==> src/common/msx_io_pkg.sv <==
`default_nettype none

package msx_io_pkg;

   // I/O ports and the subslot register location
   localparam logic [7:0]  PORT_RTC_BASE = 8'hB4;
   localparam logic [7:0]  PORT_MPR_BASE = 8'hFC;
   localparam logic [15:0] SUBSLOT_ADDR  = 16'hFFFF;

   // ce_10hz pulses in one second
   localparam int unsigned RTC_TICKS_PER_SEC = 10;

   // Clock chip register index with plain storage at 6 to 12
   typedef enum logic [3:0] {
      reg_sec_lo  = 4'd0,
      reg_sec_hi  = 4'd1,
      reg_min_lo  = 4'd2,
      reg_min_hi  = 4'd3,
      reg_hour_lo = 4'd4,
      reg_hour_hi = 4'd5,
      reg_mode    = 4'd13,
      reg_test    = 4'd14,
      reg_reset   = 4'd15
   } rtc_reg_t;

endpackage

`default_nettype wire

==> src/common/msx_cfg_pkg.sv <==
`default_nettype none

package msx_cfg_pkg;

   // Installed RAM size
   typedef enum logic [1:0] {
      size64  = 2'd0,
      size128 = 2'd1,
      size256 = 2'd2,
      size512 = 2'd3
   } ram_size_t;

   // Segment bits above the installed RAM
   localparam logic [7:0] MAPPER_MASK_64  = 8'hFC;
   localparam logic [7:0] MAPPER_MASK_128 = 8'hF8;
   localparam logic [7:0] MAPPER_MASK_256 = 8'hF0;
   localparam logic [7:0] MAPPER_MASK_512 = 8'hE0;

   // Segments after reset for pages 0 to 3
   localparam logic [7:0] MAPPER_RESET_SEG [0:3] = '{
      8'd3,
      8'd2,
      8'd1,
      8'd0
   };

endpackage

`default_nettype wire
==> src/verilog/msx2_glue.sv <==
`timescale 1ns/1ps
`default_nettype none

module msx2_glue (
   input  wire                   reset,
   input  wire                   clk21m,
   input  wire                   ce_10hz,
   input  wire            [15:0] addr,
   input  wire             [7:0] d_from_cpu,
   input  wire                   wr_n,
   input  wire                   rd_n,
   input  wire                   iorq_n,
   input  wire                   mreq_n,
   input  wire                   m1_n,
   input  wire                   rfrsh_n,
   input  wire             [7:0] addr_map,
   input  wire                   map_valid,
   input  wire msx_cfg_pkg::ram_size_t ram_size,
   output logic            [7:0] d_to_cpu,
   output logic                  data_bus_rq,
   output logic                  cs0_n,
   output logic                  cs1_n,
   output logic                  cs2_n,
   output logic                  cs01_n,
   output logic                  cs12_n,
   output logic            [3:0] sltsl_n,
   output logic            [3:0] slt3_n,
   output logic            [7:0] ram_bank
);

   logic       rtc_wr;
   logic       mpr_wr;
   logic       sub_wr;
   logic       slot3_sel;
   logic [7:0] rtc_rdata;
   logic [7:0] mpr_rdata;
   logic [7:0] sub_rdata;

   msx_io_decode io_decode_i (
      .reset       (reset),
      .clk21m      (clk21m),
      .addr        (addr),
      .wr_n        (wr_n),
      .rd_n        (rd_n),
      .iorq_n      (iorq_n),
      .mreq_n      (mreq_n),
      .m1_n        (m1_n),
      .slot3_sel   (slot3_sel),
      .rtc_rdata   (rtc_rdata),
      .mpr_rdata   (mpr_rdata),
      .sub_rdata   (sub_rdata),
      .rtc_wr      (rtc_wr),
      .mpr_wr      (mpr_wr),
      .sub_wr      (sub_wr),
      .d_to_cpu    (d_to_cpu),
      .data_bus_rq (data_bus_rq)
   );

   slot_select slot_select_i (
      .reset      (reset),
      .clk21m     (clk21m),
      .addr       (addr),
      .mreq_n     (mreq_n),
      .rfrsh_n    (rfrsh_n),
      .addr_map   (addr_map),
      .map_valid  (map_valid),
      .sub_wr     (sub_wr),
      .d_from_cpu (d_from_cpu),
      .cs0_n      (cs0_n),
      .cs1_n      (cs1_n),
      .cs2_n      (cs2_n),
      .cs01_n     (cs01_n),
      .cs12_n     (cs12_n),
      .sltsl_n    (sltsl_n),
      .slt3_n     (slt3_n),
      .slot3_sel  (slot3_sel),
      .sub_rdata  (sub_rdata)
   );

   ram_mapper ram_mapper_i (
      .reset      (reset),
      .clk21m     (clk21m),
      .addr       (addr),
      .mpr_wr     (mpr_wr),
      .d_from_cpu (d_from_cpu),
      .ram_size   (ram_size),
      .ram_bank   (ram_bank),
      .mpr_rdata  (mpr_rdata)
   );

   rtc_regs rtc_regs_i (
      .reset      (reset),
      .clk21m     (clk21m),
      .ce_10hz    (ce_10hz),
      .addr       (addr),
      .rtc_wr     (rtc_wr),
      .d_from_cpu (d_from_cpu),
      .rtc_rdata  (rtc_rdata)
   );

endmodule

`default_nettype wire

==> src/rtc/rtc_regs.sv <==
`timescale 1ns/1ps
`default_nettype none

module rtc_regs (
   input  wire        reset,
   input  wire        clk21m,
   input  wire        ce_10hz,
   input  wire [15:0] addr,
   input  wire        rtc_wr,
   input  wire  [7:0] d_from_cpu,
   output logic [7:0] rtc_rdata
);
   import msx_io_pkg::*;

   rtc_reg_t   idx;
   logic [3:0] regs [0:13];
   logic [3:0] tick_cnt;
   logic       sec_pulse;
   logic       idx_wr;
   logic       dat_wr;
   logic [3:0] rd_nib;
   logic [8:0] sec_step;
   logic [8:0] min_step;
   logic [8:0] hr_step;

   // Steps one BCD digit pair with the carry in bit 8
   function automatic logic [8:0] bcd_step(input logic [3:0] hi, input logic [3:0] lo,
                                           input logic [3:0] hi_max,
                                           input logic [3:0] lo_max);
      if (hi == hi_max && lo == lo_max) begin
         return 9'h100;
      end else if (lo >= 4'd9) begin
         return {1'b0, hi + 4'd1, 4'd0};
      end
      return {1'b0, hi, lo + 4'd1};
   endfunction

   assign idx_wr = rtc_wr & (addr[0] == PORT_RTC_BASE[0]);
   assign dat_wr = rtc_wr & (addr[0] != PORT_RTC_BASE[0]) & (idx < reg_test);

   assign sec_step = bcd_step(regs[reg_sec_hi], regs[reg_sec_lo], 4'd5, 4'd9);
   assign min_step = bcd_step(regs[reg_min_hi], regs[reg_min_lo], 4'd5, 4'd9);
   assign hr_step  = bcd_step(regs[reg_hour_hi], regs[reg_hour_lo], 4'd2, 4'd3);

   // Divide ce_10hz down to one pulse per second
   always_ff @(posedge reset or posedge clk21m) begin
      if (clk21m) begin
         tick_cnt  <= 4'd0;
         sec_pulse <= 1'b0;
      end else begin
         sec_pulse <= 1'b0;
         if (ce_10hz) begin
            if (tick_cnt == RTC_TICKS_PER_SEC - 1) begin
               tick_cnt  <= 4'd0;
               sec_pulse <= 1'b1;
            end else begin
               tick_cnt <= tick_cnt + 4'd1;
            end
         end
      end
   end

   always_ff @(posedge reset or posedge clk21m) begin
      if (clk21m) begin
         idx <= reg_sec_lo;
         for (int i = 0; i < 14; i++) begin
            regs[i] <= 4'd0;
         end
      end else begin
         if (idx_wr) begin
            idx <= rtc_reg_t'(d_from_cpu[3:0]);
         end
         if (sec_pulse) begin
            regs[reg_sec_lo] <= sec_step[3:0];
            regs[reg_sec_hi] <= sec_step[7:4];
            if (sec_step[8]) begin
               regs[reg_min_lo] <= min_step[3:0];
               regs[reg_min_hi] <= min_step[7:4];
               if (min_step[8]) begin
                  regs[reg_hour_lo] <= hr_step[3:0];
                  regs[reg_hour_hi] <= hr_step[7:4];
               end
            end
         end
         // Last assignment wins over the count
         if (dat_wr) begin
            regs[idx] <= d_from_cpu[3:0];
         end
      end
   end

   // Test and reset registers have no storage
   assign rd_nib    = (idx < reg_test) ? regs[idx] : 4'h0;
   assign rtc_rdata = {4'hF, rd_nib};

endmodule

`default_nettype wire

==> src/verilog/ram_mapper.sv <==
`timescale 1ns/1ps
`default_nettype none

module ram_mapper (
   input  wire                   reset,
   input  wire                   clk21m,
   input  wire            [15:0] addr,
   input  wire                   mpr_wr,
   input  wire             [7:0] d_from_cpu,
   input  wire msx_cfg_pkg::ram_size_t ram_size,
   output logic            [7:0] ram_bank,
   output logic            [7:0] mpr_rdata
);
   import msx_cfg_pkg::*;

   logic [7:0] seg [0:3];
   logic [7:0] ram_mask;

   always_comb begin
      ram_mask = MAPPER_MASK_512;
      case (ram_size)
         size64:  ram_mask = MAPPER_MASK_64;
         size128: ram_mask = MAPPER_MASK_128;
         size256: ram_mask = MAPPER_MASK_256;
         size512: ram_mask = MAPPER_MASK_512;
      endcase
   end

   // Port FC..FF selects the page by its low address bits
   always_ff @(posedge reset or posedge clk21m) begin
      if (clk21m) begin
         for (int i = 0; i < 4; i++) begin
            seg[i] <= MAPPER_RESET_SEG[i];
         end
      end else if (mpr_wr) begin
         seg[addr[1:0]] <= d_from_cpu & ~ram_mask;
      end
   end

   assign ram_bank = seg[addr[15:14]];

   // Missing segment bits read back as ones
   assign mpr_rdata = seg[addr[1:0]] | ram_mask;

endmodule

`default_nettype wire

==> src/verilog/slot_select.sv <==
`timescale 1ns/1ps
`default_nettype none

module slot_select (
   input  wire        reset,
   input  wire        clk21m,
   input  wire [15:0] addr,
   input  wire        mreq_n,
   input  wire        rfrsh_n,
   input  wire  [7:0] addr_map,
   input  wire        map_valid,
   input  wire        sub_wr,
   input  wire  [7:0] d_from_cpu,
   output logic       cs0_n,
   output logic       cs1_n,
   output logic       cs2_n,
   output logic       cs01_n,
   output logic       cs12_n,
   output logic [3:0] sltsl_n,
   output logic [3:0] slt3_n,
   output logic       slot3_sel,
   output logic [7:0] sub_rdata
);

   logic [1:0] page;
   logic [1:0] prim;
   logic [1:0] sub_sel;
   logic [7:0] sub_reg;
   logic       mem_cyc;

   assign page = addr[15:14];

   assign cs0_n  = (page != 2'b00);
   assign cs1_n  = (page != 2'b01);
   assign cs2_n  = (page != 2'b10);
   assign cs01_n = cs0_n & cs1_n;
   assign cs12_n = cs1_n & cs2_n;

   // Two bits of addr_map per page
   always_comb begin
      prim = 2'b00;
      if (map_valid) begin
         case (page)
            2'b00:   prim = addr_map[1:0];
            2'b01:   prim = addr_map[3:2];
            2'b10:   prim = addr_map[5:4];
            default: prim = addr_map[7:6];
         endcase
      end
   end

   assign mem_cyc   = ~mreq_n & rfrsh_n;
   assign sltsl_n   = mem_cyc ? ~(4'b0001 << prim) : 4'hF;
   assign slot3_sel = ~sltsl_n[3];

   always_ff @(posedge reset or posedge clk21m) begin
      if (clk21m) begin
         sub_reg <= 8'h00;
      end else if (sub_wr) begin
         sub_reg <= d_from_cpu;
      end
   end

   always_comb begin
      case (page)
         2'b00:   sub_sel = sub_reg[1:0];
         2'b01:   sub_sel = sub_reg[3:2];
         2'b10:   sub_sel = sub_reg[5:4];
         default: sub_sel = sub_reg[7:6];
      endcase
   end

   assign slt3_n = slot3_sel ? ~(4'b0001 << sub_sel) : 4'hF;

   // MSX reads the subslot register back inverted
   assign sub_rdata = ~sub_reg;

endmodule

`default_nettype wire

==> src/verilog/msx_io_decode.sv <==
`timescale 1ns/1ps
`default_nettype none

module msx_io_decode (
   input  wire        reset,
   input  wire        clk21m,
   input  wire [15:0] addr,
   input  wire        wr_n,
   input  wire        rd_n,
   input  wire        iorq_n,
   input  wire        mreq_n,
   input  wire        m1_n,
   input  wire        slot3_sel,
   input  wire  [7:0] rtc_rdata,
   input  wire  [7:0] mpr_rdata,
   input  wire  [7:0] sub_rdata,
   output logic       rtc_wr,
   output logic       mpr_wr,
   output logic       sub_wr,
   output logic [7:0] d_to_cpu,
   output logic       data_bus_rq
);
   import msx_io_pkg::*;

   logic io_cyc;
   logic rtc_en;
   logic mpr_en;
   logic sub_en;
   logic ack;
   logic req;

   // Interrupt acknowledge also pulls iorq_n, so m1_n must be high
   assign io_cyc = ~iorq_n & m1_n;
   assign rtc_en = io_cyc & (addr[7:1] == PORT_RTC_BASE[7:1]);
   assign mpr_en = io_cyc & (addr[7:2] == PORT_MPR_BASE[7:2]);
   assign sub_en = ~mreq_n & slot3_sel & (addr == SUBSLOT_ADDR);

   // Open request until the first clock of the bus cycle
   assign req = ~((iorq_n & mreq_n) | (wr_n & rd_n) | ack);

   always_ff @(posedge reset or posedge clk21m) begin
      if (clk21m) begin
         ack <= 1'b0;
      end else if (iorq_n & mreq_n) begin
         ack <= 1'b0;
      end else if (req) begin
         ack <= 1'b1;
      end
   end

   assign rtc_wr = req & ~wr_n & rtc_en;
   assign mpr_wr = req & ~wr_n & mpr_en;
   assign sub_wr = req & ~wr_n & sub_en;

   always_comb begin
      d_to_cpu = 8'hFF;
      if (!rd_n) begin
         if (rtc_en) begin
            d_to_cpu = rtc_rdata;
         end else if (mpr_en) begin
            d_to_cpu = mpr_rdata;
         end else if (sub_en) begin
            d_to_cpu = sub_rdata;
         end
      end
   end

   // Unclaimed reads leave the bus to pull-ups
   assign data_bus_rq = ~rd_n & (rtc_en | mpr_en | sub_en);

endmodule

`default_nettype wire

==> config.mk <==
export PLATFORM = sky130hd
export DESIGN_NAME = msx2_glue
export DESIGN_NICKNAME = d
export VERILOG_FILES = /design/src/common/msx_io_pkg.sv /design/src/common/msx_cfg_pkg.sv /design/src/verilog/msx2_glue.sv /design/src/rtc/rtc_regs.sv /design/src/verilog/ram_mapper.sv /design/src/verilog/slot_select.sv /design/src/verilog/msx_io_decode.sv
export SDC_FILE = /design/constraint.sdc
export NUM_CORES = 1
export LEC_CHECK = 0
export ABC_AREA = 1
export BUFFER_PORTS_ARGS = -buffer_cell sky130_fd_sc_hd__buf_2
export CAP_MARGIN = 10
export CORE_ASPECT_RATIO = 0.5
export CORE_MARGIN = 2
export CORE_UTILIZATION = 40
export CTS_CLUSTER_DIAMETER = 120
export DETAILED_ROUTE_END_ITERATION = 6
export HOLD_SLACK_MARGIN = 0.08
export PLACE_DENSITY = 0.59
export SYNTH_ARGS = -nofsm -noshare
export SYNTH_HDL_FRONTEND = slang
export SYNTH_SLANG_ARGS = --single-unit
==> constraint.sdc <==
create_clock -name reset -period 3.61 [get_ports reset]
set_input_delay 0.722 -clock reset [delete_from_list [all_inputs] [get_ports reset]]
set_output_delay 0.722 -clock reset [all_outputs]
set_load 0.1 [all_outputs]
Word level (Yosys, flattened, before mapping)

Cells that the tools add are included.

Shift operators: 2
Magnitude comparators: 9
Add/sub/neg operators: 7
Eq/ne operators: 18
Reductions and logical operators: 8
Bitwise logic cells: 38
Muxes and demuxes: 50

Operator list:

| operator                                                              | number |
|---|---|
| 8-bit 2-to-1 mux                                                      | 13 |
| 56-bit bitwise mux                                                    | 1 |
| 56-bit 2-to-1 mux                                                     | 1 |
| 9-bit 2-to-1 mux                                                      | 6 |
| 8-bit binary-select mux with 2-bit select                             | 2 |
| 32-bit bitwise mux                                                    | 1 |
| 8-bit one-hot mux with 4 select lines                                 | 1 |
| 4-bit by 1-bit adder with 4-bit output, second input constant         | 7 |
| 4-bit 2-to-1 mux                                                      | 7 |
| 24-bit 2-to-1 mux                                                     | 1 |
| 1-bit AND                                                             | 18 |
| 4-bit binary-select mux with 4-bit select                             | 1 |
| 4-bit demux with 4-bit select                                         | 1 |
| 8-bit demux with 2-bit select                                         | 1 |
| 16-bit equality test, second input constant                           | 1 |
| 16-bit 2-to-1 mux                                                     | 1 |
| 8-bit NOT                                                             | 2 |
| 4-bit equality test, second input constant                            | 3 |
| 4-bit >= comparator, second input constant                            | 3 |
| 2-bit one-hot mux with 3 select lines                                 | 2 |
| 1-bit 2-to-1 mux                                                      | 10 |
| 8-bit AND                                                             | 1 |
| 4-bit by 2-bit equality test with 1-bit output, second input constant | 2 |
| 4-bit by 3-bit equality test with 1-bit output, second input constant | 2 |
| 22 further kinds                                                      | 44 |

Register bits: 106
Input port bits: 44
Output and inout port bits: 30
Logic and storage cells: 155

Depth between registers and ports, before layout

Gate-level depths: netlist of run 1.

Depth in word-level cells: 13
Mapped depth: 12
Mapped depth without buffers: 12

By module

Synthesis of run 1 repeated with hierarchy kept, for this count alone.

Cells, all modules: 896
Area, all modules: 6278.5 µm²

Modules (own cells, without submodules):

| module        | area each (µm²) | sequential area each (µm²) | times used | cells each |
|---|---|---|---|---|
| rtc_regs      | 3806.2          | 1626.6                     | 1          | 504 |
| ram_mapper    | 1193.6          | 505.5                      | 1          | 161 |
| msx_io_decode | 645.6           | 25.0                       | 1          | 129 |
| slot_select   | 633.1           | 200.2                      | 1          | 102 |

Worst setup path after synthesis of run 1

OpenSTA, ideal clock, no wires.

Path kind: input-to-output
Start point: input addr[14]
End point: output data_bus_rq
Path buffers: 1
Setup slack: -0.362 ns
Data required time: 2.888 ns
Stages: 11
Arrival: 3.250 ns
Cell sequence: inv_1 > clkbuf_1 > ha_1 > a21oi_1 > nand3_1 > nand3_1 > nor2_4 > nand2_1 > inv_1 > nor2_1 > nor2_1

Cells in the longest elaborated chain, start to end: 11
Elaborated cells between the ends (all ways): 14
Those cells by class: eq/ne: 3; shift: 1; mux: 3; bitwise: 6; reduce/logical: 1

Ends and longest elaborated chain:

| element                                           | line                | source |
|---|---|---|
| start: declaration                                | msx2_glue.sv:8      | `input wire [15:0] addr,` |
| 2-bit equality test, or another cell as far along | slot_select.sv:43   | `case (page)` |
| 2-bit one-hot mux with 3 select lines             | slot_select.sv:43   |  |
| 2-bit 2-to-1 mux                                  | slot_select.sv:42   | `if (map_valid) begin` |
| 1-bit by 2-bit << shifter with 4-bit output       | slot_select.sv:53   | `assign sltsl_n = mem_cyc ? ~(4'b0001 << prim) : 4'hF;` |
| 4-bit NOT                                         | slot_select.sv:53   |  |
| 4-bit 2-to-1 mux                                  | slot_select.sv:53   |  |
| 1-bit NOT                                         | slot_select.sv:54   | `assign slot3_sel = ~sltsl_n[3];` |
| 1-bit AND                                         | msx_io_decode.sv:36 | `assign sub_en = ~mreq_n & slot3_sel & (addr == SUBSLOT_ADDR);` |
| 1-bit AND *                                       | msx_io_decode.sv:36 |  |
| 1-bit bitwise OR *                                | msx_io_decode.sv:69 | `assign data_bus_rq = ~rd_n & (rtc_en \| mpr_en \| sub_en);` |
| 1-bit AND *                                       | msx_io_decode.sv:69 |  |
| end: declaration                                  | msx2_glue.sv:20     | `output logic data_bus_rq,` |

Every way passes the cells marked *; elsewhere a longest branch is shown, timed or not.

Worst setup path in the final report of run 1

Start point: input addr[15]
End point: output data_bus_rq

The elaborated chain is that of the path after synthesis.

==> results of run 1 <==
## power by group through the flow
stage | sequential [uW] | combinational [uW] | clock (uW)
3_5_place_dp | 1210 | 514 | 0
6_report | 1200 | 514 | 1030
4_1_cts | 1190 | 516 | 1040
2_1_floorplan | 1190 | 387 | 0
5_1_grt | 1210 | 593 | 1090
3_3_place_gp | 1210 | 507 | 0
## kinds of logic after synthesis
family | count (synthesis) | synth area share, %
DFF | 94 | 38.5
and+or+nand+nor | 499 | 37.2
adders and majority gates | 20 | 4.09
AOI/OAI and AO/OA | 142 | 12.1
other | 1 | 0.0613
xor gates and xnor gates | 3 | 0.429
buffers and inverters | 112 | 7.60
## placed cells by master, fill, tap and decap left out, types with 4 or more instances in the layout
master and n:
a21oi_1 13, buf_12 11, buf_2 60, buf_4 9, clkbuf_16 9, dfrtp_1 90, dfstp_2 4, ha_1 20
inv_1 86, inv_2 5, nand2_1 306, nand2_2 7, nand3_1 69, nand3_2 7, nand3_4 8, nand4_1 12
nor2_1 59, nor2_2 12, nor2_4 7, nor3_1 5, o21ai_0 74, o21ai_1 41, o22ai_1 8
## metrics by stage
stage | instance area [um2] | instances
6_report | 7170 | 1147
5_1_grt | 7170 | 1147
4_1_cts | 7170 | 1147
3_5_place_dp | 6850 | 1131
3_3_place_gp | 6850 | 1131
2_1_floorplan | 6130 | 873
## critical path: stages
cell     delay, ns
buf_2         0.16
inv_1         0.20
ha_1          0.32
nand2_1       0.09
nand3_1       0.11
nand3_1       0.11
nor2_4        0.24
nand2_1       0.10
inv_1         0.15
nor2_1        0.08
nor2_2        0.13
buf_12        0.19
## final cells by class
cell class / count / area [um2] / share of cell area [%]
multi-input combinational: 667 / 3310 / 46.2
sequential: 94 / 2360 / 32.9
timing repair buffer: 80 / 588 / 8.21
inverter: 92 / 348 / 4.85
tap: 198 / 248 / 3.46
clock buffer: 10 / 239 / 3.34
clock inverter: 6 / 77.6 / 1.08
## path summary, 6_finish.rpt
kind                                              from              endpoint  slack [ns]  cells after the start
worst min-delay path            rtc_regs_i.tick_cnt[1]  rtc_regs_i.sec_pulse        0.45                      1
max in group asynchronous                       clk21m   rtc_regs_i.regs[52]        2.45                      3
min in group asynchronous                       clk21m   rtc_regs_i.regs[21]        0.49                      2
worst max register to register       rtc_regs_i.idx[1]    rtc_regs_i.regs[3]        1.66                      8
worst min register to register  rtc_regs_i.tick_cnt[1]  rtc_regs_i.sec_pulse        0.45                      1
worst max-delay path                          addr[15]           data_bus_rq        0.27                     12
## layer usage
| layer | track usage (%) | vias up |
|---|---|---|
| li1 | - | 2959 |
| met1 | 31.0 | 2772 |
| met2 | 34.7 | 205 |
| met3 | 4.56 | 24 |
| met4 | 6.71 | 0 |
| met5 | 0 | - |
==> summary.txt, run 1 <==
outcome = complete, no violations
post-CTS setup buffer count = 0
via count = 5960
post-synth top area cell = dfrtp_1
IO Pins = 74
cells after synthesis = 871
Initial DRC Count = 457
Synth warnings = 0
f_max = 0.299 GHz
CP startpoint kind = input pin
Area contributors post-synth = dfrtp_1, nand2_1, o21ai_0, nand3_1, inv_1
CTS tree = done
Peak VDD IR = 0.000235 V
met2 WL post-DR = 7400 um
RSZ-0062 raised after global routing = false
Core Box Area = 14700 um2
register bit count reported by yosys = 94
post-layout min period = 3.34 ns
GRT Total Usage = 22.3%
clock tree buffer depth = 2
Fin Clk Skew = 0.00818 ns
clk_lat worst skew = 0.36 ns
final worst-path setup slack = 0.268 ns
Combinational Power Share = 18.8%
# rows = 31
Die W = 179 um
Final HPWL DP = 12800 um
drt total wl = 17300 um
Final #Nets = 1008
CTS resizes = 0
switching part of the total power = 32.5%
PortBufs = 70
Fill cells = 1487
Slew @ Worst Pin = 0.844 ns
Mapped Area = 6120 um2
CTS Buf Count = 9
DRC viols = 0
hold_buf cts = 0
top-count cell post-synth = nand2_1
internal power = 1850 uW
Synth top cells by count = nand2_1, dfrtp_1, inv_1
Final period util = 92.6%
leakage = 0.00348 uW
CTS sink count = 94
Clk pwr share = 37.5%
drt first pass iters = 6
CTS H-tree depth = 3
Relative slew margins = 43.7%
Crit Path Class = input pin to output port
routed wl met3 = 1220 um
highest metal used = met4
Ant. Diodes = 0
Worst-path clk slew = 0.07 ns
Die Ht = 91.5 um
Tot Pwr = 2740 uW
final-report setup violation count = 0
power density cells = 382 nW/um2
vias per cell = 5.20
total die area = 16400 um2
Hold Vio Cnt, Final = 0
crit path capture type = output port
starting density of the core = 41.6%
MaxCap Viol Count = 0
required time worst endpoint = 2.89 ns
number of synthesized flops with an enable pin = 0
fin util = 48.7%
Final ANT Viol Nets = 0
layout cells sized above 1 = 15.9%
Setup WS pre-CTS = 0.298 ns
ys flop type = dfrtp_1
vias in the first global route = 5574
Hold/Removal Path Class = register to register
crit path DAT = 2.62 ns
Area Overhead vs Synth = 17.1%
Synth cell types = 39
final-report max-slew violation count = 0
first-pass GRT wire length = 28500 um
Met1 Routed Length = 8380 um
smallest hold slack = 0.447 ns
sequential-to-total area share from yosys stat = 38.5%
DR WL/cell = 15.1 um
Flop pwr share = 43.7%
mean post-synth cell area = 7.03 um2
peak fanout along the critical path = 9
grt total ovfl = 0
max FFs per register = 56
top cell type's share of synthesized area = 36.8%
largest net degree at the start of global routing = 58
GPL Wtd Cong = 0.914
async set-reset flop share out of synthesis = 100%
switching power = 891 uW
sum of negative setup slack = 0 ns
Root Driver = clkbuf_16
initial antenna violation count = 0
(Power assumes the default switching activity.)
==> inputs of run 2 (changes only) <==
Settings changed: SYNTH_HIERARCHICAL set to 1.
==> summary.txt, run 2 <==
outcome = complete, no violations
starting density of the core = 40.8% (-0.80 points)
Tot Pwr = 2750 uW (+0.28%)
ys flop type = dfrtp_1
CTS tree = done
post-layout min period = 3.37 ns (+0.0286 ns)
power density cells = 380 nW/um2 (-0.53%)
Worst-path clk slew = 0.07 ns (about the same)
final-report setup violation count = 0 (unchanged)
layout cells sized above 1 = 14.9% (-1.1 points)
sequential-to-total area share from yosys stat = 37.5% (-0.97 points)
vias in the first global route = 5572 (-0.036%)
CTS resizes = 0 (unchanged)
Final ANT Viol Nets = 0 (unchanged)
Hold Vio Cnt, Final = 0 (unchanged)
mean post-synth cell area = 7.01 um2 (-0.29%)
Initial DRC Count = 521 (+14%)
M2 GR Usage = 33.5% (-1.2 points)
Area contributors post-synth = dfrtp_1, nand2_1, inv_1, o21ai_0, nand3_1
register bit count reported by yosys = 94 (unchanged)
critical path startpoint = addr[15]
met3 global-route usage = 3.34% (-1.2 points)
Relative slew margins = 48.8% (+5.1 points)
grt total ovfl = 0 (unchanged)
leakage = 0.00360 uW (+3.3%)
most frequent cells in the layout = nand2_1, inv_1, dfrtp_1
Fin Clk Skew = 0.00739 ns (-0.000794 ns)
initial antenna violation count = 0 (unchanged)
DR WL/cell = 14.5 um (-3.8%)
first-pass GRT wire length = 28600 um (+0.17%)
drt total wl = 17000 um (-1.6%)
sum of negative setup slack = 0 ns (unchanged)
Crit Path Class = input pin to output port
Synth warnings = 6 (+6)
Mapped Area = 6280 um2 (+2.6%)
dpl cells = 1157 (+2.3%)
GRT met1 Usage = 30.1% (-0.92 points)
top-count cell post-synth = nand2_1
Final HPWL DP = 12600 um (-1.6%)
number of synthesized flops with an enable pin = 0 (unchanged)
max FFs per register = 56 (unchanged)
Synth cell types = 38 (-2.6%)
Hold/Removal Path Class = input pin to asynchronous set/reset pin
hold_buf cts = 0 (unchanged)
Die Ht = 92.6 um (+1.2%)
CTS Buf Count = 9 (unchanged)
via count = 5947 (-0.22%)
Finished Layout Cells = 1173 (+2.3%)
MaxCap Viol Count = 0 (unchanged)
Core Box Area = 15400 um2 (+4.6%)
vias per cell = 5.07 (-2.4%)
IO Pins = 74 (unchanged)
Final #Nets = 1027 (+1.9%)
Area Overhead vs Synth = 15.1%
Ant. Diodes = 0 (unchanged)
clock tree buffer depth = 2 (unchanged)
CTS H-tree depth = 3 (unchanged)
crit path capture type = output port
final-report max-slew violation count = 0 (unchanged)
# rows = 32 (+3.2%)
GRT Max-Usage Layer = met2
required time worst endpoint = 2.89 ns (about the same)
DRC viols = 0 (unchanged)
GRT Total Usage = 21.1% (-1.1 points)
Die W = 181 um (+1.3%)
Root Driver = clkbuf_16
Peak VDD IR = 0.000196 V (-17%)
most common cell after layout, fill and taps aside = nand2_1
post-synth top area cell = dfrtp_1
Synth top cells by count = nand2_1, inv_1, dfrtp_1
Crit Reg-Reg Startpoint = io_decode_i/ack
Final period util = 93.4% (+0.79 points)
drt first pass iters = 6 (unchanged)
post-CTS setup buffer count = 0 (unchanged)
CTS sink count = 94 (unchanged)
Slew @ Worst Pin = 0.767 ns (-0.0762 ns)
largest net degree at the start of global routing = 34 (-41%)
crit path DAT = 2.65 ns (+0.03 ns)
peak fanout along the critical path = 10 (+1)
GPL Wtd Cong = 0.909 (-0.56%)
RSZ-0062 raised after global routing = false
f_max = 0.297 GHz (-0.85%)
PortBufs = 70 (unchanged)
clk_lat worst skew = 0.35 ns (about the same)
cells after synthesis = 896 (+2.9%)
total die area = 16800 um2 (+2.5%)
async set-reset flop share out of synthesis = 100% (unchanged)
top cell type's share of synthesized area = 35.9% (-0.92 points)
CP startpoint kind = input pin
run 2: cell types whose count changed in the layout (fill, tap and decap cells not counted), sizes merged, moves of 4 or more:
cell    change
buf         -4
a22oi       +8
o211ai     +10
nor2        +7
nand3       -8
o21ai      -29
nand4       -6
a21oi      +30
o22ai       +6
nand2      -43
conb        +7
inv        +32
nand3b      +8
run 2: final timing paths:
kind	end	slack [ns]	cells past startpoint
max reg2reg	rtc_regs_i/regs[46]	1.57	12
min reg2reg	rtc_regs_i/regs[1]	0.49	2
min	io_decode_i/ack	0.25	2
max	data_bus_rq	0.24	14
max in group asynchronous	rtc_regs_i/regs[33]	2.32	3
min in group reset	rtc_regs_i/regs[1]	0.49	2
run 2: power breakdown:
group	leakage (uW)	switching (uW)	internal (uW)
sequential	0.00117	72.1	1120
combinational	0.00227	378	161
clock	0.000150	461	554
total	0.00360	911	1840
run 2: worst max-delay path: stages:
cell     delay [ns]
buf_2          0.17
ha_1           0.23
inv_2          0.13
nor2_1         0.06
nor2_1         0.13
nand3_2        0.11
nor2_4         0.15
nand2_1        0.08
nor2_2         0.09
nand2_2        0.09
nor2_8         0.19
nand2_2        0.08
a21oi_2        0.21
buf_12         0.19
run 2: logic make-up after synthesis:
family                   Yosys count  share of synthesized area [%]
AO/OA/AOI/OAI                    170                           15.0
buffers and inverters            150                           10.5
other                              3                          0.179
XOR/XNOR                           2                          0.279
AND/OR/NAND/NOR                  458                           32.7
adder cells (fa/ha/maj)           19                           3.79
flip-flops                        94                           37.5
run 2: layer usage:
metal	share of wire (%)	wire [um]
met5	0	0
met4	1.5	263
met3	5.2	881
met2	44	7430
met1	50	8470
run 2: final cells by class:
type | instances | area, um2
tap | 204 | 255
multi-input combinational | 659 | 3300
clock inverter | 7 | 86.3
sequential | 94 | 2360
fill | 1554 | 8150
inverter | 124 | 473
timing repair buffer | 76 | 531
clock buffer | 9 | 225
run 2: stage by stage:
stage	setup WS [ns]	util, %	area [um2]	hold slack, ns
2_1_floorplan	0.147	-	6310	0.451
3_3_place_gp	0.283	44.9	6910	0.468
3_5_place_dp	0.195	44.9	6910	0.475
4_1_cts	0.210	47.0	7220	0.246
5_1_grt	0.0236	47.0	7220	0.261
6_report	0.239	47.0	7220	0.252
